$ cat src/include/lsu_defines.svh
// lane extension macros for load results, included by the align unit
`ifndef LSU_DEFINES_SVH
`define LSU_DEFINES_SVH

// lane widths in bits
`define LSU_LANE_B 8
`define LSU_LANE_H 16
`define LSU_LANE_W 32

// v must be a plain signal name, result is always 64 bits
`define LSU_SEXT(v, w) {{(64 - (w)){v[(w) - 1]}}, v[(w) - 1:0]}

`define LSU_ZEXT(v, w) {{(64 - (w)){1'b0}}, v[(w) - 1:0]}

`endif

$ cat src/source/lsu_pkg.sv
// pipeline-side types and register map, imported by the lsu stage modules
package lsu_pkg;

  localparam int XLEN = 64;

  typedef logic [XLEN-1:0] xlen_t;

  // access size, encoded as log2 of the byte count
  typedef enum logic [1:0] {
    BYTE,
    HALF,
    WORD,
    DWORD
  } mem_size_e;

  typedef struct packed {
    logic      write;
    xlen_t     addr;
    xlen_t     wdata;
    mem_size_e size;
    logic      sext;   // sign-extend loads
  } lsu_req_t;

  typedef struct packed {
    xlen_t rdata;
    logic  err;   // disabled or misaligned
  } lsu_rsp_t;

  localparam int CFG_AW = 2;

  typedef logic [CFG_AW-1:0] cfg_addr_t;

  localparam cfg_addr_t CFG_CTRL       = 2'd0;
  localparam cfg_addr_t CFG_FAULT_CNT  = 2'd1;
  localparam cfg_addr_t CFG_FAULT_ADDR = 2'd2;

endpackage

$ cat src/source/bus_pkg.sv
// memory-bus types shared by the controller, align unit and data RAM
package bus_pkg;

  localparam int BUS_AW    = 64;
  localparam int BUS_DW    = 64;
  localparam int BUS_SW    = BUS_DW / 8;
  localparam int BYTE_OFFS = $clog2(BUS_SW);

  localparam int RAM_WORDS = 256;
  localparam int RAM_AW    = $clog2(RAM_WORDS);

  typedef logic [BUS_AW-1:0] baddr_t;   // byte address
  typedef logic [BUS_DW-1:0] bdata_t;
  typedef logic [BUS_SW-1:0] bstrb_t;

  typedef struct packed {
    baddr_t addr;
    bdata_t data;
    bstrb_t strb;
  } bus_wr_t;

  typedef struct packed {
    baddr_t addr;
  } bus_rd_req_t;

endpackage

$ cat src/source/lsu_align.sv
// lane alignment for stores and extraction with extension for loads, purely combinational
`timescale 1ns/100ps

`include "lsu_defines.svh"

module lsu_align
  import lsu_pkg::*;
  import bus_pkg::*;
(
  input  lsu_req_t req_i,
  input  bdata_t   rdata_i,
  output bus_wr_t  wr_o,
  output logic     misaligned_o,
  output xlen_t    load_o
);

  logic [BYTE_OFFS-1:0] offs;
  bstrb_t               size_mask;
  bdata_t               shifted;

  assign offs = req_i.addr[BYTE_OFFS-1:0];

  always_comb begin
    case (req_i.size)
      BYTE:    size_mask = 8'h01;
      HALF:    size_mask = 8'h03;
      WORD:    size_mask = 8'h0f;
      default: size_mask = 8'hff;
    endcase
  end

  // low address bits must be a multiple of the size
  always_comb begin
    case (req_i.size)
      BYTE:    misaligned_o = 1'b0;
      HALF:    misaligned_o = offs[0];
      WORD:    misaligned_o = |offs[1:0];
      default: misaligned_o = |offs;
    endcase
  end

  assign wr_o.addr = req_i.addr & ~baddr_t'(BUS_SW - 1);   // word address for both channels
  assign wr_o.data = req_i.wdata << {offs, 3'b000};
  assign wr_o.strb = size_mask << offs;

  assign shifted = rdata_i >> {offs, 3'b000};

  always_comb begin
    case (req_i.size)
      BYTE: begin
        load_o = req_i.sext ? `LSU_SEXT(shifted, `LSU_LANE_B) : `LSU_ZEXT(shifted, `LSU_LANE_B);
      end
      HALF: begin
        load_o = req_i.sext ? `LSU_SEXT(shifted, `LSU_LANE_H) : `LSU_ZEXT(shifted, `LSU_LANE_H);
      end
      WORD: begin
        load_o = req_i.sext ? `LSU_SEXT(shifted, `LSU_LANE_W) : `LSU_ZEXT(shifted, `LSU_LANE_W);
      end
      default: begin
        load_o = shifted;   // full dword, nothing to extend
      end
    endcase
  end

endmodule

$ cat config.mk
export PLATFORM = sky130hd
export DESIGN_NAME = lsu_align
export DESIGN_NICKNAME = d
export VERILOG_FILES = /design/src/source/lsu_pkg.sv /design/src/source/bus_pkg.sv /design/src/source/lsu_align.sv
export VERILOG_INCLUDE_DIRS = /design/src /design/src/include
export SDC_FILE = /design/constraint.sdc
export NUM_CORES = 1
export LEC_CHECK = 0
export BUFFER_PORTS_ARGS = -buffer_cell sky130_fd_sc_hd__buf_4
export CAP_MARGIN = 30
export CORE_AREA = 2 2 154 156
export DETAILED_ROUTE_END_ITERATION = 7
export DIE_AREA = 0 0 156 158
export PLACE_DENSITY_LB_ADDON = 0.08
export SLEW_MARGIN = 25
export SYNTH_ARGS = -nofsm -noshare
export SYNTH_HDL_FRONTEND = slang
export SYNTH_SLANG_ARGS = --single-unit
$ cat constraint.sdc
create_clock -name vclk -period 6.8
set_input_delay 1.7 -clock vclk [all_inputs]
set_output_delay 1.7 -clock vclk [all_outputs]
set_load 0.05 [all_outputs]
==> tab_implementation.tex <==
\begin{tabular}{lr}
\hline
Metric & Value \\
\hline
\multicolumn{2}{l}{\textbf{Run status}} \\
\quad Status & complete, no violations \\
\multicolumn{2}{l}{\textbf{Floorplan}} \\
\quad Number of ports placed on the die boundary & 397 \\
\quad Die Height & 158 um \\
\quad Placeable core region & 23,100 um2 \\
\quad Total Die Area & 24,600 um2 \\
\quad Die Span X & 156 um \\
\quad Initial Util & 21.2\% \\
\quad Cell row count & 56 \\
\multicolumn{2}{l}{\textbf{Setup path}} \\
\quad Nature of the critical path endpoint & output pin \\
\quad Crit. path cell count & 7 \\
\quad Crit path arrival time & 4190 ps \\
\quad Bufs and invs on worst path & 3 \\
\quad Capturing instance or port of the critical path & load\_o[51] \\
\quad CP max stage cell & nand4\_2 \\
\quad Crit-path max cell delay & 720 ps \\
\quad Worst EP required & 5100 ps \\
\quad Worst-path fanout max & 41 \\
\quad Most used cell, CP & buf\_4 \\
\quad Startpoint class of the critical path & primary input \\
\quad Setup crit start & req\_i[69] \\
\quad Cell-by-cell trace of the critical path & buf\_4, nand2b\_1, buf\_4, o22a\_1, nand4\_2, nand4\_1, buf\_4 \\
\quad Crit Path Class & in -> out \\
\quad Crit-path leading delay family & simple AND/OR/NAND/NOR gates \\
\multicolumn{2}{l}{\textbf{Cells and area}} \\
\quad Fraction of layout instances using a drive strength above 1 & 45.1\% \\
\quad Total of clock buffers placed in the layout & 0 \\
\quad Number of filler cells placed in the layout & 2,559 \\
\quad Total number of nets in the final design & 1,012 \\
\quad P\&R area growth vs syn & 32.1\% \\
\quad Flip-flop and latch count & 0 \\
\quad Diode count & 0 \\
\quad FF/Latch Area & 0 um2 \\
\multicolumn{2}{l}{\textbf{STA}} \\
\quad Final Hold Fails & 0 \\
\quad Final Max Tran Viols & 0 \\
\quad Number of setup violations in the final report & 0 \\
\quad FMAX & 170 MHz \\
\quad Total negative slack & 0 ps \\
\quad Setup WS post-layout & 914 ps \\
\quad Slew at the pin closest to its max-slew limit & 923 ps \\
\quad RSZ-0062 raised after global routing & false \\
\quad Time the worst path needs with I/O delays and setup & 5890 ps \\
\quad Max\_slew headroom & 38.3\% \\
\quad Final period utilization & 86.6\% \\
\multicolumn{2}{l}{\textbf{Power and ir drop}} \\
\quad NetSw & 514 uW \\
\quad Switching power as a share of total power & 65.5\% \\
\quad Clock share of power & 0\% \\
\quad Leakage power summed over all cells & 0.00315 uW \\
\quad Flop pwr share & 0\% \\
\quad Power per unit of standard cell area & 121 nW/um2 \\
\quad IR Drop Worst-Case VDD & 0.0000417 V \\
\quad Comb pwr share & 100.0\% \\
\quad Cell-internal power & 271 uW \\
\multicolumn{2}{l}{\textbf{Synthesis}} \\
\quad Most numerous cell in the Yosys netlist & mux2i\_1 \\
\quad Gate Count Post-Synth & 662 \\
\quad Yosys top cell by area & mux2i\_1 \\
\quad Yosys synthesis warning count & 0 \\
\quad Fraction of the yosys area taken by sequential cells & 0\% \\
\quad Average footprint of a synthesized cell & 7.40 um2 \\
\quad Ranking of synthesized cells by instance count & 105 x mux2i\_1, 85 x buf\_4, 70 x nand2\_1, 57 x nor2\_1, 52 x mux2\_2 \\
\quad Biggest area contributors in the synthesized netlist & mux2i\_1 21\%, buf\_4 13\%, mux2\_2 12\% \\
\quad Synth cell types & 45 \\
\quad Top-area cell type share of the netlist area & 21.5\% \\
\quad Total standard cell area after synthesis & 4900 um2 \\
\multicolumn{2}{l}{\textbf{Global route}} \\
\quad Largest net degree at the start of global routing & 64 \\
\quad Number of global-route vias before repair & 5,682 \\
\quad Antenna violations before repair & 0 \\
\quad Aggregate global-route resource usage & 16.3\% \\
\quad GRT Residual Overflow & 0 \\
\quad Wire length of the first global-routing pass & 32,500 um \\
\multicolumn{2}{l}{\textbf{Drt}} \\
\quad Routed Antenna Nets & 0 \\
\quad Iteration-0 DRC Markers & 262 \\
\quad Post-detailed-routing wire length & 21,900 um \\
\quad Avg Vias per Cell & 5.08 \\
\quad Remaining DRCs & 0 \\
\quad Vias & 5,610 \\
\quad Mean routed wirelength per cell & 19.9 um \\
\quad Number of detailed-routing iterations run before antenna repair & 6 \\
\multicolumn{2}{l}{\textbf{Flow run}} \\
\quad Number of max-cap violations & 0 \\
\multicolumn{2}{l}{\textbf{Clock tree}} \\
\quad Resized Gates After CTS & 0 \\
\quad Post-CTS setup buffer count & 0 \\
\quad Total of hold buffers inserted after clock tree synthesis & 0 \\
\multicolumn{2}{l}{\textbf{Placement}} \\
\quad Pre-CTS setup slack & 883 ps \\
\quad Sum of net half-perimeters after detailed placement & 16,700 um \\
\quad Placer Congestion & 0.838 \\
\quad Count of port buffers added during placement & 271 \\
\multicolumn{2}{l}{\textbf{Worst hold path}} \\
\quad Hold wc startpoint & req\_i[98] \\
\quad Worst min path class & in -> out \\
\hline
\end{tabular}
[kinds of logic (layout without fill, tap and decap cells)]
logic type             Yosys count  count (layout)  share of synthesized area (%)
multiplexers                   176             176                           41.9
other                            1               3                         0.0766
buffers and inverters          140             290                           19.9
AND/OR/NAND/NOR                213             213                           20.7
AO/OA/AOI/OAI                  132             132                           17.5
[metal layers]
layer / part of all wire (%) / up-vias / routed length [um] / GRT usage, %
met2: 49 / 254 / 10700 / 29.8
li1: - / 2675 / - / -
met5: 0 / - / 0 / 0
met4: 1.2 / 0 / 272 / 1.97
met1: 42 / 2651 / 9310 / 20.3
met3: 7.8 / 30 / 1700 / 3.34
[cell type report]
type | count | area, um2 | area share, %
inverter | 2 | 7.51 | 0.116
multi-input combinational | 524 | 3930 | 60.8
tap | 290 | 363 | 5.61
timing repair buffer | 288 | 2170 | 33.5
[worst min path at each step]
stage | endpoint | cells after the start | slack (ps)
after floorplan | wr_o[100] | 1 | 3570
after global placement | wr_o[100] | 0 | 3400
after detailed placement | wr_o[100] | 0 | 3400
after CTS | wr_o[100] | 0 | 3400
after global routing | wr_o[128] | 0 | 3400
final | wr_o[103] | 0 | 3400
[cells in the final DEF, fill, tap and decap left out, types with 6 or more instances in the layout]
cell / instances
buf_4: 287
nand4_1: 34
o211ai_1: 6
nor2_1: 57
o21ai_0: 42
nor2b_1: 10
o22ai_1: 16
a32oi_1: 6
mux2i_1: 105
mux4_2: 17
a21oi_1: 24
nand3_1: 19
o2bb2ai_1: 15
mux2_2: 52
a211o_1: 6
nand2_1: 70
and2_1: 8
[metrics by stage]
stage | hold WS, ps | area [um2] | util [%] | std cells | total power [uW]
floorplan | 3570 | 4900 | - | 664 | 630
global placement | 3400 | 6460 | 28.0 | 1103 | 787
detailed placement | 3400 | 6460 | 28.0 | 1103 | 789
CTS | 3400 | 6460 | 28.0 | 1103 | 791
global route | 3400 | 6470 | 28.1 | 1104 | 829
finish | 3400 | 6470 | 28.1 | 1104 | 785
[power by group through the flow]
stage	Combinational, uW	Sequential (uW)	Clock [uW]
detailed placement	789	0	0
finish	785	0	0
floorplan	630	0	0
global placement	787	0	0
global route	829	0	0
CTS	791	0	0
Power figures use the tool's default switching activity.
