<file path="src/include/lsu_defines.svh">
// lane extension macros for load results, included by the align unit
`ifndef LSU_DEFINES_SVH
`define LSU_DEFINES_SVH

// lane widths in bits
`define LSU_LANE_B 8
`define LSU_LANE_H 16
`define LSU_LANE_W 32

// v must be a plain signal name, result is always 64 bits
`define LSU_SEXT(v, w) {{(64 - (w)){v[(w) - 1]}}, v[(w) - 1:0]}

`define LSU_ZEXT(v, w) {{(64 - (w)){1'b0}}, v[(w) - 1:0]}

`endif

</file>
<file path="src/source/lsu_pkg.sv">
// pipeline-side types and register map, imported by the lsu stage modules
package lsu_pkg;

  localparam int XLEN = 64;

  typedef logic [XLEN-1:0] xlen_t;

  // access size, encoded as log2 of the byte count
  typedef enum logic [1:0] {
    BYTE,
    HALF,
    WORD,
    DWORD
  } mem_size_e;

  typedef struct packed {
    logic      write;
    xlen_t     addr;
    xlen_t     wdata;
    mem_size_e size;
    logic      sext;   // sign-extend loads
  } lsu_req_t;

  typedef struct packed {
    xlen_t rdata;
    logic  err;   // disabled or misaligned
  } lsu_rsp_t;

  localparam int CFG_AW = 2;

  typedef logic [CFG_AW-1:0] cfg_addr_t;

  localparam cfg_addr_t CFG_CTRL       = 2'd0;
  localparam cfg_addr_t CFG_FAULT_CNT  = 2'd1;
  localparam cfg_addr_t CFG_FAULT_ADDR = 2'd2;

endpackage

</file>
<file path="src/source/bus_pkg.sv">
// memory-bus types shared by the controller, align unit and data RAM
package bus_pkg;

  localparam int BUS_AW    = 64;
  localparam int BUS_DW    = 64;
  localparam int BUS_SW    = BUS_DW / 8;
  localparam int BYTE_OFFS = $clog2(BUS_SW);

  localparam int RAM_WORDS = 256;
  localparam int RAM_AW    = $clog2(RAM_WORDS);

  typedef logic [BUS_AW-1:0] baddr_t;   // byte address
  typedef logic [BUS_DW-1:0] bdata_t;
  typedef logic [BUS_SW-1:0] bstrb_t;

  typedef struct packed {
    baddr_t addr;
    bdata_t data;
    bstrb_t strb;
  } bus_wr_t;

  typedef struct packed {
    baddr_t addr;
  } bus_rd_req_t;

endpackage

</file>
<file path="src/source/lsu_ctrl.sv">
// request FSM of the memory stage, checks for faults and runs one bus transaction per request
`timescale 1ns/100ps

module lsu_ctrl
  import lsu_pkg::*;
  import bus_pkg::*;
(
  input  logic        clk,
  input  logic        arst_n_i,
  input  logic        req_valid_i,
  input  lsu_req_t    req_i,
  output logic        req_ready_o,
  output logic        rsp_valid_o,
  output lsu_rsp_t    rsp_o,
  input  logic        rsp_ready_i,
  input  logic        enable_i,
  output logic        fault_o,
  output xlen_t       fault_addr_o,
  output lsu_req_t    cur_req_o,
  input  logic        misaligned_i,
  input  bus_wr_t     wr_i,
  input  xlen_t       load_data_i,
  output logic        wr_valid_o,
  output bus_wr_t     wr_o,
  input  logic        wr_ready_i,
  input  logic        ack_valid_i,
  output logic        ack_ready_o,
  output logic        rd_valid_o,
  output bus_rd_req_t rd_o,
  input  logic        rd_ready_i,
  input  logic        rdata_valid_i,
  input  bdata_t      rdata_i,
  output logic        rdata_ready_o,
  output bdata_t      raw_rdata_o
);

  typedef enum logic [2:0] {IDLE, WR_REQ, WR_ACK, RD_REQ, RD_DATA, RESP} state_e;

  state_e   state_q, state_d;
  lsu_req_t req_q;
  lsu_rsp_t rsp_q;
  logic     fault_q;
  logic     req_fire;
  logic     fault_now;

  assign req_fire  = req_valid_i && req_ready_o;
  assign fault_now = !enable_i || misaligned_i;

  // in IDLE the align unit checks the incoming request so a fault is known at transfer
  assign cur_req_o = (state_q == IDLE) ? req_i : req_q;

  always_comb begin
    state_d = state_q;
    case (state_q)
      IDLE: begin
        if (req_valid_i) begin
          if (fault_now) state_d = RESP;
          else if (req_i.write) state_d = WR_REQ;
          else state_d = RD_REQ;
        end
      end
      WR_REQ:  if (wr_ready_i) state_d = WR_ACK;
      WR_ACK:  if (ack_valid_i) state_d = RESP;
      RD_REQ:  if (rd_ready_i) state_d = RD_DATA;
      RD_DATA: if (rdata_valid_i) state_d = RESP;
      RESP:    if (rsp_ready_i) state_d = IDLE;
      default: state_d = IDLE;
    endcase
  end

  always_ff @(posedge clk or negedge arst_n_i) begin
    if (!arst_n_i) begin
      state_q <= IDLE;
      fault_q <= 1'b0;
    end else begin
      state_q <= state_d;
      fault_q <= req_fire && fault_now;   // one-cycle pulse to the register block
    end
  end

  always_ff @(posedge clk) begin
    if (req_fire) begin
      req_q       <= req_i;
      rsp_q.rdata <= '0;
      rsp_q.err   <= fault_now;
    end else if (state_q == RD_DATA && rdata_valid_i) begin
      rsp_q.rdata <= load_data_i;
    end
  end

  assign req_ready_o   = (state_q == IDLE);
  assign rsp_valid_o   = (state_q == RESP);
  assign rsp_o         = rsp_q;
  assign fault_o       = fault_q;
  assign fault_addr_o  = req_q.addr;
  assign wr_valid_o    = (state_q == WR_REQ);
  assign wr_o          = wr_i;
  assign ack_ready_o   = (state_q == WR_ACK);
  assign rd_valid_o    = (state_q == RD_REQ);
  assign rd_o.addr     = wr_i.addr;   // same word address as a store
  assign rdata_ready_o = (state_q == RD_DATA);
  assign raw_rdata_o   = rdata_i;

endmodule

</file>
<file path="config.mk">
export PLATFORM = sky130hd
export DESIGN_NAME = lsu_ctrl
export DESIGN_NICKNAME = d
export VERILOG_FILES = /design/src/include/lsu_defines.svh /design/src/source/lsu_pkg.sv /design/src/source/bus_pkg.sv /design/src/source/lsu_ctrl.sv
export SDC_FILE = /design/constraint.sdc
export NUM_CORES = 1
export LEC_CHECK = 0
export BUFFER_PORTS_ARGS = -buffer_cell sky130_fd_sc_hd__buf_2
export CAP_MARGIN = 40
export CORE_AREA = 2 2 368 370
export CTS_CLUSTER_SIZE = 8
export DETAILED_ROUTE_END_ITERATION = 6
export DIE_AREA = 0 0 370 372
export SLEW_MARGIN = 20
export SYNTH_ARGS = -nofsm -noshare
export SYNTH_HDL_FRONTEND = slang
export SYNTH_SLANG_ARGS = --single-unit
</file>
<file path="constraint.sdc">
create_clock -name clk -period 2.9 [get_ports clk]
set_clock_uncertainty 0.05 [all_clocks]
set_input_delay 0.29 -clock clk [delete_from_list [all_inputs] [get_ports clk]]
set_output_delay 0.29 -clock clk [all_outputs]
set_load 0.05 [all_outputs]
</file>
==> results.yml <==
timing:
  drv_slew: 0
  fin_crit_ns: 2.629
  setup_tns_ns: 0
  relSlewSlack_pct: 53.27
  hold_violations: 0
  worst_pin_slew_ns: 0.6912
  rsz0062_at_grt: "no"
  fmax_mhz: 380.4
  period_share_pct: 90.64
  finalSetupViolations: 0
global_route:
  antenna_found_initial: 6
  grt_use_total_pct: 5.628
  grt_overflow: 0
  grt_pass1_wl_um: 55500
  met3_usage_pct: 5.442
  grt_start_max_net_pins: 78
  use_met2_pct: 8.918
  gr-usage-met1_pct: 4.492
  grt_pass1_vias: 7901
  grt_busiest_layer: "met2"
power:
  p_leak_nw: 6.022
  power_density_mw_per_mm2: 1037
  ir_drop_uv: 575.7
place:
  gp_congestion: 0.7170
  dp_hpwl_um: 31920
  numPortBuffers: 473
  dp_cells: 2827
yosys:
  synth_largest_area_cell: "edfxtp_1"
  netlist_area_mm2: 0.01058
  synth_edf_count: 133
  synth.avg_cell_area_um2: 11.43
  ys_seq_elements: 201
  yosysMostFrequentCell: "buf_4"
  async_reset_ff_share_pct: 1.990
  synthCells: 926
  ys_warn_count: 0
  synth_top_area_share_pct: 37.75
  synthFlopType: "edfxtp_1"
  synth.distinct_cells: 31
  synthTopCellsByArea: "edfxtp_1, buf_4, dfxtp_1"
  synth.net_count: 1332
  synthTopCellsByCount: "buf_4, edfxtp_1, nand2_1"
  yosysSeqAreaShare_pct: 50.80
routing:
  drt_iter0_markers: 229
  drc: 0
  viasPerCell: 2.557
  routed_wl_um: 42560
  drt-pass1-iter-count: 5
  vias: 7901
  ant_nets: 0
  wl_per_cell_um: 13.77
min_path:
  hold_path_depth: 3
  holdPathEnd: "state_q[0]"
  hp-class: "in2reg"
  hold_start: "rd_ready_i"
die:
  core_mm2: 0.1343
  die_x_um: 370
  row_count: 135
  die-area_mm2: 0.1376
  die_y_um: 372
  ios: 938
  start_util_pct: 7.879
clock_tree:
  insertion_delay_ns: 0.61
  cts_tree: "yes"
  clkSinkCount: 201
  ctsLongestPathBuffers: 3
  root_buffer: "clkbuf_16"
  cts.reportedPaths.clkPinSlew_ns: 0.06
  numCtsBuffers: 31
  htree_levels: 1
critical_path:
  r2r_end: "fault_addr_o[46]"
  end_kind: "output port"
  reg2reg_depth: 6
  cp.arrival_ns: 2.29
  worstPathRequired_ns: 2.56
  crit_chain: "nor3_4 -> buf_4 -> buf_16 -> mux2_1 -> buf_2"
  cp_slowest_cell: "dfrtp_2"
  start_kind: "register"
  path_class: "reg2out"
  max_stage_delay_ns: 0.42
  r2r_slack_ns: 0.88
  cp_max_fo: 59
  worstReg2RegStart: "state_q[2]"
finish:
  area_growth_pct: 49.09
  finalNetCount: 1689
  nFillCells: 15140
  instances_no_fill: 3090
  layout-drive-gt1-share_pct: 46.48
job:
  maxCapViolations: 0
outcome:
  outcome: "complete, no violations"
timing repair:
item                       CTS  global route
hold buffers               201             0
pin swaps                    1             0
gates resized for setup      1             2
hold endpoints to repair   201             0
cloned                       0             0
setup buffers                2             1
setup endpoints to repair  106            26
layout by cell type (no fill, tap or decap), drive strengths merged, types with 2 or more instances in the layout:
cell,synthesis,layout
inv,3,4
a21oi,64,64
dfrtp,4,4
nand2,128,128
nor3,4,4
mux2,133,133
dlygate4sd3,0,201
clkinv,0,2
and2,2,2
a211oi,2,2
clkbuf,4,54
buf,364,491
nand2b,2,2
edfxtp,133,133
nor4b,3,3
nor4bb,2,2
nor2,4,4
dfxtp,64,64
worst max path at each step:
stage | start | to | slack [ns] | depth (start not counted)
2_1_floorplan | state_q[0] | rsp_valid_o | 0.57 | 3
3_3_place_gp | state_q[2] | req_q[10] | 0.67 | 5
3_5_place_dp | state_q[2] | req_q[10] | 0.61 | 5
4_1_cts | state_q[2] | cur_req_o[9] | 0.06 | 5
5_1_grt | state_q[2] | cur_req_o[9] | 0.14 | 5
6_report | state_q[2] | cur_req_o[115] | 0.27 | 5
layer usage:
metal	part of all wire, %	up-vias
met3	20	93
met4	5.0	10
met5	0.45	-
li1	-	3531
met1	30	3576
met2	44	691
flip-flops by register name, summed over array words and instances, names as in the netlist:
signal,flops
rsp_o,65
state_q,3
fault_o,1
req_q,68
fault_addr_o,64
logic make-up after synthesis:
kind of cell	share of synthesized area, %
buf+inv	25.34
simple gates	5.889
compound gates	3.501
flops	50.80
mux	14.46
stage by stage:
stage | utilization, % | power [mW] | hold WS (ns) | area [µm²] | setup WS [ns]
final | 11.75 | 16.35 | 0.09486 | 15770 | 0.2715
after global routing | 11.75 | 17.16 | 0.04747 | 15770 | 0.1365
after CTS | 11.73 | 16.53 | 0.01473 | 15750 | 0.06401
after detailed placement | 9.506 | 12.56 | 0.09011 | 12760 | 0.6145
after global placement | 9.506 | 12.51 | 0.09054 | 12760 | 0.6666
after floorplan | - | 11.69 | -0.05559 | 10580 | 0.5663
worst max-delay path, delay by kind of cell (launching register included):
| kind | cells | cell delay, ns |
|---|---|---|
| AND/OR/NAND/NOR | 1 | 0.19 |
| multiplexers | 1 | 0.38 |
| buffers and inverters | 3 | 0.62 |
| flip-flops | 1 | 0.42 |
power breakdown:
group          leakage (nW)  total, mW  switching (mW)  internal, mW
clock network         0.459       3.56            1.39          2.17
logic                  3.76       8.76            6.39          2.36
registers              1.80       4.04           0.260          3.78
cell type report:
type	instances	area, µm²	area share (%)
sequential	201	5376	34.08
antenna	1	2.502	0.01586
clock inverter	4	52.55	0.3331
clock buffer	54	903.4	5.727
timing repair buffer	692	4642	29.43
inverter	3	11.26	0.07139
multi-input combinational	354	2557	16.21
tap	1781	2228	14.13
(Power assumes the default switching activity.)
