### config.mk
export PLATFORM = sky130hd
export DESIGN_NAME = lsu_cfg
export DESIGN_NICKNAME = d
export VERILOG_FILES = /design/src/include/lsu_defines.svh /design/src/source/lsu_pkg.sv /design/src/source/lsu_cfg.sv
export SDC_FILE = /design/constraint.sdc
export NUM_CORES = 1
export LEC_CHECK = 0
export BUFFER_PORTS_ARGS = -buffer_cell sky130_fd_sc_hd__buf_4
export CAP_MARGIN = 20
export CORE_ASPECT_RATIO = 0.6
export CORE_MARGIN = 5
export CORE_UTILIZATION = 52
export CTS_BUF_LIST = sky130_fd_sc_hd__clkbuf_8 sky130_fd_sc_hd__clkbuf_16
export DETAILED_ROUTE_END_ITERATION = 6
export PLACE_DENSITY = 0.8
export RECOVER_POWER = 50
export SYNTH_ARGS = -nofsm -noshare
export SYNTH_HDL_FRONTEND = slang
export SYNTH_SLANG_ARGS = --single-unit
### constraint.sdc
create_clock -name clk -period 2.5 [get_ports clk]
set_input_delay 0.125 -clock clk [delete_from_list [all_inputs] [get_ports clk]]
set_output_delay 0.125 -clock clk [all_outputs]
set_load 0.05 [all_outputs]
### src/include/lsu_defines.svh
// lane extension macros for load results, included by the align unit
`ifndef LSU_DEFINES_SVH
`define LSU_DEFINES_SVH

// lane widths in bits
`define LSU_LANE_B 8
`define LSU_LANE_H 16
`define LSU_LANE_W 32

// v must be a plain signal name, result is always 64 bits
`define LSU_SEXT(v, w) {{(64 - (w)){v[(w) - 1]}}, v[(w) - 1:0]}

`define LSU_ZEXT(v, w) {{(64 - (w)){1'b0}}, v[(w) - 1:0]}

`endif

### src/source/lsu_pkg.sv
// pipeline-side types and register map, imported by the lsu stage modules
package lsu_pkg;

  localparam int XLEN = 64;

  typedef logic [XLEN-1:0] xlen_t;

  // access size, encoded as log2 of the byte count
  typedef enum logic [1:0] {
    BYTE,
    HALF,
    WORD,
    DWORD
  } mem_size_e;

  typedef struct packed {
    logic      write;
    xlen_t     addr;
    xlen_t     wdata;
    mem_size_e size;
    logic      sext;   // sign-extend loads
  } lsu_req_t;

  typedef struct packed {
    xlen_t rdata;
    logic  err;   // disabled or misaligned
  } lsu_rsp_t;

  localparam int CFG_AW = 2;

  typedef logic [CFG_AW-1:0] cfg_addr_t;

  localparam cfg_addr_t CFG_CTRL       = 2'd0;
  localparam cfg_addr_t CFG_FAULT_CNT  = 2'd1;
  localparam cfg_addr_t CFG_FAULT_ADDR = 2'd2;

endpackage

### src/source/lsu_cfg.sv
// control and status registers of the memory stage, written and read over a simple register port
`timescale 1ns/100ps

module lsu_cfg
  import lsu_pkg::*;
(
  input  logic      clk,
  input  logic      arst_n_i,
  input  logic      cfg_we_i,
  input  cfg_addr_t cfg_addr_i,
  input  xlen_t     cfg_wdata_i,
  output xlen_t     cfg_rdata_o,
  input  logic      fault_i,
  input  xlen_t     fault_addr_i,
  output logic      enable_o
);

  logic  enable_q;
  xlen_t fault_cnt_q;
  xlen_t fault_addr_q;

  always_ff @(posedge clk or negedge arst_n_i) begin
    if (!arst_n_i) begin
      enable_q     <= 1'b1;
      fault_cnt_q  <= '0;
      fault_addr_q <= '0;
    end else begin
      if (cfg_we_i && cfg_addr_i == CFG_CTRL) enable_q <= cfg_wdata_i[0];

      // any write clears the counter, it wins over a fault in the same cycle
      if (cfg_we_i && cfg_addr_i == CFG_FAULT_CNT) begin
        fault_cnt_q <= '0;
      end else if (fault_i && !(&fault_cnt_q)) begin
        fault_cnt_q <= fault_cnt_q + 1'b1;   // saturates at all ones
      end

      if (fault_i) fault_addr_q <= fault_addr_i;
    end
  end

  always_comb begin
    case (cfg_addr_i)
      CFG_CTRL:       cfg_rdata_o = xlen_t'(enable_q);
      CFG_FAULT_CNT:  cfg_rdata_o = fault_cnt_q;
      CFG_FAULT_ADDR: cfg_rdata_o = fault_addr_q;
      default:        cfg_rdata_o = '0;
    endcase
  end

  assign enable_o = enable_q;

endmodule

==> results of run 1 <==
[through the flow]
stage,area (sq um),hold slack [ns]
2_1_floorplan,6754,-0.1706
3_3_place_gp,8223,0.08309
3_5_place_dp,8223,0.08843
4_1_cts,9440,0.1523
5_1_grt,9425,0.1604
6_report,9428,0.1533
[worst max-delay path: cells and delay by family (launching register included)]
kind            cells  cell delay, ns
simple gates        4            1.26
buf+inv             1            0.15
flops               1            0.43
compound gates      2            0.45
[worst min-delay path by stage]
stage,slack (ns),depth (start not counted),endpoint
floorplan,-0.17,0,fault_addr_q[0]
global placement,0.08,1,fault_addr_q[16]
detailed placement,0.09,1,fault_addr_q[16]
CTS,0.15,3,enable_o
global route,0.16,3,enable_o
finish,0.15,3,enable_o
[synth_stat cells (3+ instances only)]
cell and instances:
a2111oi_0 5, a21oi_1 26, a22o_1 63, a31oi_1 4, and2_1 4, and3_1 3, and4_1 5, buf_1 4
buf_2 4, clkbuf_1 30, dfrtp_1 128, inv_1 11, mux2_2 65, mux2i_1 3, nand2_1 41, nand3_1 24
nand4_1 29, nor2_1 44, nor3_1 13, nor4_1 15, o211ai_1 4, o21a_1 3, o21ai_0 22, o31ai_1 5
or3_1 24, or4_1 12, xnor2_1 25, xor2_1 3
[report_power, final]
part           internal, mW  switching, mW
clock                  1.39          0.934
combinational         0.433          0.547
sequential             2.23         0.0973
total                  4.05           1.58
[per-layer routing]
layer / vias up / wire (microns)
met2: 279 / 8900
met1: 3130 / 9324
met3: 30 / 1777
met5: - / 0
met4: 0 / 243
li1: 2914 / -
[layout make-up]
class	instances	share of cell area
diodes	1	0.0002654
clock buffers	18	0.04658
clock inverters	14	0.01248
inverters	11	0.004380
multi-input cells	468	0.3526
flip-flops and latches	129	0.3429
well taps	170	0.02256
repair buffers	250	0.2182
[sequential cells by signal (all words and copies together), names as in the netlist]
name	cells
enable_o	1
fault_cnt_q	64
fault_addr_q	64
[cells by family (layout without fill, tap and decap cells)]
logic type                 count (synthesis)  in the layout  synth area share
and+or+nand+nor                          231            231            0.1871
AOI/OAI and AO/OA                        140            140            0.1512
DFF                                      129            129            0.4781
muxes                                     68             68            0.1128
buffers and inverters                     53            293           0.03260
xor gates and xnor gates                  28             28           0.03631
adders and majority gates                  1              1          0.001852
other                                      0              1                 0
[repair_timing]
| action | in CTS | in global routing |
|---|---|---|
| resized for setup | 0 | 4 |
| hold buffers | 66 | 0 |
| setup endpoints to repair | 0 | 10 |
| endpoints found under the hold margin | 94 | 0 |
==> results.py, run 1 <==
metrics = {
    "setup_path": {
        "max_stage_delay_ns": 0.57,
        "r2r-start": "fault_cnt_q[34]",
        "reg2reg_depth": 7,
        "start_kind": "flip-flop",
        "cp_cell_sequence": "nand2_1 > or4_4 > or2_0 > a211o_1 > buf_4 > or3_1 > a21oi_1",
        "endpoint": "fault_cnt_q[61]",
        "reg2reg_to": "fault_cnt_q[61]",
        "crit_start": "fault_cnt_q[34]",
        "worstPathMaxFanout": 4,
        "worstSetupPathType": "flip-flop to flip-flop",
        "endpoint_kind": "flip-flop",
        "rrSetupSlack_ns": 0.11,
        "slowest_stage": "or4_4",
        "arrival_ns": 2.71,
        "worst_ep_required_time_ns": 2.82,
    },
    "layout": {
        "seq_area_sq_mm": 0.003233,
        "area_growth_pct": 39.59,
        "finish.net_count": 1012,
        "stdcell_count": 1061,
        "final_cell_mix": "buf_4 (175), dfrtp_1 (125), dlygate4sd3_1 (66)",
        "multi_input_area_sq_mm": 0.003324,
        "drive_above_1_share": 0.3281,
        "final_util": 0.7381,
        "layout_commonest_cell": "buf_4",
        "fill_cells": 895,
    },
    "floorplanning": {
        "core_area_sq_mm": 0.01277,
        "die_h_microns": 98.28,
        "rows": 32,
        "dieArea_sq_mm": 0.01544,
        "pin_count": 199,
        "initial_core_util": 0.5288,
        "die_x_microns": 157.1,
    },
    "worst_hold_path": {
        "min_from": "cfg_addr_i[0]",
        "hold_class": "primary input to flip-flop",
    },
    "place": {
        "preCtsSetupSlack_ns": 0.1212,
        "place_inst": 962,
        "place_hpwl_mm": 13.82,
        "port_buffers": 135,
        "place.gp.congestion": 0.8569,
    },
    "global_route": {
        "grt_use_met2": 0.4009,
        "grt_max_degree": 64,
        "busiest_layer": "met2",
        "grt_overflow": 0,
        "grt_usage": 0.2669,
        "grt_pass1_vias": 6423,
        "grt_pass1_wl_mm": 33.07,
        "antenna_found_initial": 0,
        "grt_use_met1": 0.3875,
        "met3_usage": 0.07263,
    },
    "routing": {
        "drcViolationCount": 0,
        "first_iter_violations": 593,
        "dr_total_vias": 6353,
        "routed_via_density": 5.988,
        "first_pass_iters": 5,
        "wl_mm": 20.25,
        "wire_per_inst_microns": 19.08,
        "ant_nets": 0,
    },
    "yosys": {
        "synth.net_count": 785,
        "syn_area_per_cell_sq_um": 10.39,
        "synthFlopType": "dfrtp_1",
        "synth_edf_count": 0,
        "async_reset_ff_frac": 1.000,
        "synth-seq-area-share": 0.4781,
        "synth_cells": 650,
        "ys_top_cells_by_area": "dfrtp_1 (47%), mux2_2 (11%), a22o_1 (8.2%)",
        "synth_largest_area_cell": "dfrtp_1",
        "synth_area_sq_mm": 0.006754,
        "synth_top_area_share": 0.4742,
        "ys_warn_count": 0,
        "synth_cell_types": 52,
        "ys_ff_latch": 129,
    },
    "sta": {
        "min_period_over_period": 0.9541,
        "setup_viol": 0,
        "drv_slew": 33,
        "fin_ws_ns": 0.1147,
        "fin_crit_ns": 2.385,
        "skew_ns": 0.008914,
        "worst_pin_slew_ns": 1.675,
        "rsz0062_at_grt": "no",
        "hold_viol": 0,
        "max_freq_mhz": 419.2,
        "finalSetupTns_ns": 0,
        "slew_headroom": -0.1163,
    },
    "pwr": {
        "p_per_area_mw_per_mm2": 596.8,
        "ir_drop_v": 0.0004470,
        "p_leak_nw": 4.076,
        "p_total_mw": 5.626,
    },
    "cts": {
        "clock_sinks": 129,
        "cts_buffers": 17,
        "cts_buffer_depth": 2,
        "cts_setup_buffers": 0,
        "h-tree-depth": 4,
        "path_clk_slew_ns": 0.05,
        "clk_latency_ns": 0.42,
        "cts_tree": "built",
        "cts-root-buf": "clkbuf_16",
    },
    "status": {
        "violations": "capacitance limit, slew limit",
        "outcome": "complete, but fails checks",
    },
    "job": {
        "cap_viol_max_count": 2,
    },
}
No activity file was read; power rests on OpenSTA's default activity.
==> inputs of run 2 (changes only) <==
--- a/config.mk
+++ b/config.mk
@@ -9,10 +9,10 @@
 export CAP_MARGIN = 20
 export CORE_ASPECT_RATIO = 0.6
 export CORE_MARGIN = 5
-export CORE_UTILIZATION = 52
+export CORE_UTILIZATION = 47
 export CTS_BUF_LIST = sky130_fd_sc_hd__clkbuf_8 sky130_fd_sc_hd__clkbuf_16
 export DETAILED_ROUTE_END_ITERATION = 6
-export PLACE_DENSITY = 0.8
+export PLACE_DENSITY = 0.77
 export RECOVER_POWER = 50
 export SYNTH_ARGS = -nofsm -noshare
 export SYNTH_HDL_FRONTEND = slang
==> constraint.sdc (replaced) <==
create_clock -name clk -period 2.04 [get_ports clk]
set_input_delay 0.102 -clock clk [delete_from_list [all_inputs] [get_ports clk]]
set_output_delay 0.102 -clock clk [all_outputs]
set_load 0.05 [all_outputs]
==> run 2 against run 1 <==
Net effect:
- the flow finishes with violations (DRC, capacitance limit, slew limit, setup timing)
- count of clock-buffer cells in the layout unchanged
- highest routed layer unchanged
- total power grew 28%
- flip-flop and latch count is the same
- clock skew increased by 0.0013 ns
==> results.py, run 2 (same netlist as run 1, synthesis figures left out) <==
metrics = {
    "routing": {
        "first_pass_iters": 7,
        "ant_nets": 0,
        "first_iter_violations": 884,
        "dr_total_vias": 7400,
        "routed_via_density": 6.151,
        "wl_mm": 26.26,
        "drcViolationCount": 23,
        "wire_per_inst_microns": 21.82,
    },
    "layout": {
        "final_util": 0.7880,
        "finish.net_count": 1133,
        "area_growth_pct": 61.86,
        "seq_area_sq_mm": 0.003232,
        "final_cell_mix": "buf_4 (286), dfrtp_1 (126), dlygate4sd3_1 (66)",
        "layout_commonest_cell": "buf_4",
        "multi_input_area_sq_mm": 0.003790,
        "fin_area_sq_mm": 0.01093,
        "drive_above_1_share": 0.4679,
        "fill_cells": 794,
        "n_antenna_cell": 0,
    },
    "pwr": {
        "combPwrFrac": 0.186,
        "p_switching_mw": 2.017,
        "p_leak_nw": 4.862,
        "p_per_area_mw_per_mm2": 656.5,
        "pwr-share-clk": 0.414,
        "ir_drop_v": 0.0005132,
        "sw_frac_of_total": 0.2810,
        "p_seq_frac": 0.399,
        "p_int_mw": 5.160,
    },
    "job": {
        "cap_viol_max_count": 1,
    },
    "floorplanning": {
        "die_h_microns": 102.9,
        "die_x_microns": 164.8,
        "rows": 33,
        "core_area_sq_mm": 0.01387,
        "initial_core_util": 0.4868,
        "pin_count": 199,
        "dieArea_sq_mm": 0.01695,
    },
    "sta": {
        "max_freq_mhz": 395.2,
        "drv_slew": 64,
        "fin_ws_ns": -0.4901,
        "hold_viol": 0,
        "skew_ns": 0.01020,
        "min_period_over_period": 1.240,
        "rsz0062_at_grt": "yes",
        "setup_viol": 64,
        "worst_pin_slew_ns": 1.723,
        "finalSetupTns_ns": -15.27,
        "fin_crit_ns": 2.530,
        "slew_headroom": -0.1485,
    },
    "cts": {
        "cts_buffer_depth": 2,
        "cts_buffers": 17,
        "clk_latency_ns": 0.42,
        "cts_tree": "built",
        "path_clk_slew_ns": 0.06,
        "h-tree-depth": 4,
        "cts-root-buf": "clkbuf_16",
        "clock_sinks": 129,
    },
    "global_route": {
        "grt_pass1_wl_mm": 36.31,
        "antenna_found_initial": 0,
        "met3_usage": 0.07511,
        "busiest_layer": "met2",
        "grt_use_met2": 0.4508,
        "grt_usage": 0.2736,
        "grt_overflow": 0,
        "grt_use_met1": 0.3551,
        "grt_pass1_vias": 7246,
        "grt_max_degree": 65,
    },
    "worst_hold_path": {
        "min_from": "cfg_addr_i[0]",
        "hold_class": "primary input to flip-flop",
    },
    "status": {
        "violations": "DRC, capacitance limit, slew limit, setup timing",
        "outcome": "complete, but fails checks",
    },
    "setup_path": {
        "worst_ep_required_time_ns": 2.37,
        "arrival_ns": 2.86,
        "r2r-start": "fault_cnt_q[32]",
        "crit_start": "fault_cnt_q[32]",
        "worstSetupPathType": "flip-flop to flip-flop",
        "start_kind": "flip-flop",
        "endpoint_kind": "flip-flop",
        "worstPathMaxFanout": 8,
    },
    "place": {
        "place.gp.congestion": 0.9292,
        "preCtsSetupSlack_ns": -0.2310,
        "port_buffers": 135,
        "place_hpwl_mm": 14.94,
        "placed_area_sq_mm": 0.008981,
    },
}
-- run 2: final timing paths --
check / endpoint / slack, ns / depth (start not counted)
setup / recovery: fault_cnt_q[47] / -0.49 / 9
hold / removal: enable_o / 0.12 / 3
setup reg to reg: fault_cnt_q[47] / -0.49 / 9
hold reg to reg: fault_addr_q[31] / 0.51 / 1
max in group asynchronous: fault_cnt_q[0] / 0.21 / 2
min in group asynchronous: fault_addr_q[20] / 0.67 / 2
-- run 2: power by group through the flow --
stage | sequential (mW) | combinational [mW] | clock [mW]
floorplan | 2.90 | 0.662 | 0
global placement | 2.89 | 1.17 | 0
detailed placement | 2.90 | 1.20 | 0
CTS | 2.86 | 1.31 | 2.96
global route | 2.89 | 1.42 | 3.10
finish | 2.87 | 1.34 | 2.97
-- run 2: repair_timing --
action,4_1_cts,5_1_grt
endpoints found under the hold margin,125,0
pin swaps,18,43
buffers inserted,20,12
hold buffers,66,0
cloned,1,2
resized for setup,35,69
setup endpoints to repair,50,64
-- run 2: metal layers --
layer,up-vias,share of wire,wire [microns]
met2,545,0.47,12260
met3,130,0.10,2702
met1,3576,0.39,10320
met4,0,0.037,973
li1,3149,-,-
met5,-,0,0
-- run 2: critical path, stage by stage, from the launching register on --
cell and delay [ns]:
dfrtp_1 0.38, buf_4 0.18, nand2_1 0.11, or4_4 0.55, nor4b_4 0.32, a211o_1 0.26, buf_4 0.15, clkbuf_16 0.14
o21ai_0 0.12, a21oi_1 0.23
-- run 2: layout make-up --
class,count,area share
inverter,11,0.003777
multi-input combinational,468,0.3467
sequential,129,0.2956
timing repair buffer,371,0.2803
clock inverter,14,0.01145
clock buffer,18,0.04017
tap,192,0.02198
-- run 2: stage by stage --
stage | hold WS (ns) | instances | power, mW
2_1_floorplan | -0.1936 | 650 | 3.565
6_report | 0.1182 | 1203 | 7.177
4_1_cts | 0.1048 | 1190 | 7.136
5_1_grt | 0.1279 | 1203 | 7.401
3_5_place_dp | 0.1343 | 1073 | 4.108
3_3_place_gp | 0.1202 | 1073 | 4.055
==> inputs of run 3 (changes only) <==
--- a/config.mk
+++ b/config.mk
@@ -11,6 +11,7 @@
 export CORE_MARGIN = 5
 export CORE_UTILIZATION = 47
 export CTS_BUF_LIST = sky130_fd_sc_hd__clkbuf_8 sky130_fd_sc_hd__clkbuf_16
+export CTS_CLUSTER_DIAMETER = 60
 export DETAILED_ROUTE_END_ITERATION = 6
 export PLACE_DENSITY = 0.77
 export RECOVER_POWER = 50
==> constraint.sdc (replaced) <==
create_clock -name clk -period 2.04 [get_ports clk]
set_input_delay 0.204 -clock clk [delete_from_list [all_inputs] [get_ports clk]]
set_output_delay 0.204 -clock clk [all_outputs]
set_load 0.05 [all_outputs]
==> run 3 against run 2 <==
Net effect:
- utilization shrank 1.9 points
- critical path depth is the same
- count of clock-buffer cells in the layout grew 1
- register-to-register slack gained 0.096 ns
- the flow finishes with violations (capacitance limit, slew limit, setup timing)
- highest routed layer unchanged
- hold slack lost 0.11 ns
- global-route usage grew 1.0 points
- clock power grew 12%
- maximum frequency grew 3.9%
- combinational power shrank 7%
- critical path type unchanged
- first-iteration DRC count shrank 12%
- sequential power is essentially flat
- final cell count shrank 4.7%
==> results.py, run 3 (same netlist as run 1, synthesis figures left out) <==
metrics = {
    "setup_path": {
        "reg2reg_to": "fault_cnt_q[23]",
        "worst_ep_required_time_ns": 2.35,
        "arrival_ns": 2.74,
        "rrSetupSlack_ns": -0.39,
        "endpoint_kind": "flip-flop",
        "worstSetupPathType": "flip-flop to flip-flop",
        "endpoint": "fault_cnt_q[23]",
        "crit_start": "fault_cnt_q[40]",
        "r2r-start": "fault_cnt_q[40]",
        "worstPathMaxFanout": 5,
        "start_kind": "flip-flop",
        "reg2reg_depth": 9,
    },
    "global_route": {
        "antenna_found_initial": 0,
        "grt_overflow": 0,
        "grt_pass1_vias": 7317,
        "grt_usage": 0.2840,
        "grt_pass1_wl_mm": 37.54,
        "grt_max_degree": 71,
    },
    "sta": {
        "hold_slack_ns": 0.005481,
        "setup_viol": 64,
        "rsz0062_at_grt": "yes",
        "fin_ws_ns": -0.3945,
        "min_period_over_period": 1.193,
        "worst_pin_slew_ns": 1.522,
        "drv_slew": 28,
        "hold_viol": 0,
        "slew_headroom": -0.01442,
        "max_freq_mhz": 410.8,
        "fin_crit_ns": 2.434,
        "skew_ns": 0.009202,
    },
    "cts": {
        "cts_tree": "built",
        "cts_buffers": 17,
        "clk_latency_ns": 0.43,
        "clock_sinks": 129,
        "h-tree-depth": 4,
        "cts-root-buf": "clkbuf_16",
        "cts_buffer_depth": 2,
        "path_clk_slew_ns": 0.06,
    },
    "status": {
        "violations": "capacitance limit, slew limit, setup timing",
        "outcome": "complete, but fails checks",
    },
    "layout": {
        "final_util": 0.7688,
        "drive_above_1_share": 0.5419,
        "finish.net_count": 1076,
        "layout_commonest_cell": "buf_4",
        "final_cell_mix": "buf_4 (281), dfrtp_1 (125), mux2_2 (65)",
        "n_antenna_cell": 0,
        "area_growth_pct": 57.91,
        "stdcell_count": 1146,
    },
    "pwr": {
        "p_leak_nw": 4.720,
        "p_per_area_mw_per_mm2": 698.2,
        "ir_drop_v": 0.0005178,
    },
    "routing": {
        "ant_nets": 0,
        "first_pass_iters": 5,
        "dr_total_vias": 7214,
        "wl_mm": 26.39,
        "wire_per_inst_microns": 23.03,
        "drcViolationCount": 0,
        "first_iter_violations": 780,
        "routed_via_density": 6.295,
    },
    "floorplanning": {
        "dieArea_sq_mm": 0.01695,
        "pin_count": 199,
        "rows": 33,
        "die_h_microns": 102.9,
        "core_area_sq_mm": 0.01387,
        "die_x_microns": 164.8,
        "initial_core_util": 0.4868,
    },
    "place": {
        "port_buffers": 135,
        "place_hpwl_mm": 15.03,
        "place.gp.congestion": 0.9165,
        "place_inst": 1075,
    },
    "worst_hold_path": {
        "hold_class": "primary input to flip-flop",
    },
    "job": {
        "cap_viol_max_count": 1,
    },
}
-- run 3: per-stage QoR --
| step | total power [mW] | worst slack (ns) | cell area (sq um) | TNS [ns] |
|---|---|---|---|---|
| finish | 7.447 | -0.3945 | 10670 | -16.25 |
| global route | 7.654 | -0.4352 | 10670 | -19.69 |
| CTS | 7.410 | -0.2318 | 10290 | -6.062 |
| detailed placement | 4.095 | -0.2641 | 9009 | -4.959 |
| global placement | 4.043 | -0.1460 | 9009 | -2.660 |
| floorplan | 3.565 | -0.1358 | 6828 | -1.292 |
-- run 3: worst min path at each step --
stage | startpoint | endpoint | cells past startpoint
finish | fault_addr_i[52] | fault_addr_q[52] | 2
global route | fault_addr_i[8] | fault_addr_q[8] | 2
CTS | fault_addr_i[3] | fault_addr_q[3] | 2
detailed placement | arst_n_i | fault_addr_q[19] | 2
global placement | arst_n_i | fault_cnt_q[18] | 2
floorplan | arst_n_i | fault_addr_q[0] | 0
-- run 3: worst max-delay path, cell delays in order (launching register included) --
cell	delay, ns
dfrtp_1	0.36
nand4_1	0.24
buf_4	0.26
nor2_1	0.32
nand4_1	0.29
buf_4	0.24
o2111ai_4	0.19
buf_6	0.18
xor2_2	0.16
nor2_1	0.06
-- run 3: layout make-up --
class                           count  area, sq um
Timing Repair Buffer              314         2516
Tap cell                          192        240.2
Inverter                           11        41.29
Clock buffer                       19        452.9
Sequential cell                   129         3233
Fill cell                         828         3208
Clock inverter                     13        183.9
Multi-Input combinational cell    468         3998
-- run 3: power breakdown --
part	leakage [nW]	internal [mW]	switching (mW)	total (mW)
Combinational	2.77	0.545	0.696	1.24
Clock	0.305	2.11	1.23	3.34
Sequential	1.64	2.74	0.133	2.87
-- run 3: layer usage --
metal / track usage / routed length, microns / vias to the layer above
li1: - / - / 3040
met5: 0 / 0 / -
met4: 0.1208 / 1199 / 0
met2: 0.4577 / 12030 / 553
met1: 0.3670 / 10200 / 3481
met3: 0.07591 / 2967 / 140
-- run 3: timing repair --
item,in CTS,in global routing
resized for setup,89,72
pin swaps,44,43
hold buffers,1,0
endpoints found under the hold margin,128,0
cloned,5,0
buffers inserted,22,16
setup endpoints to repair,54,64
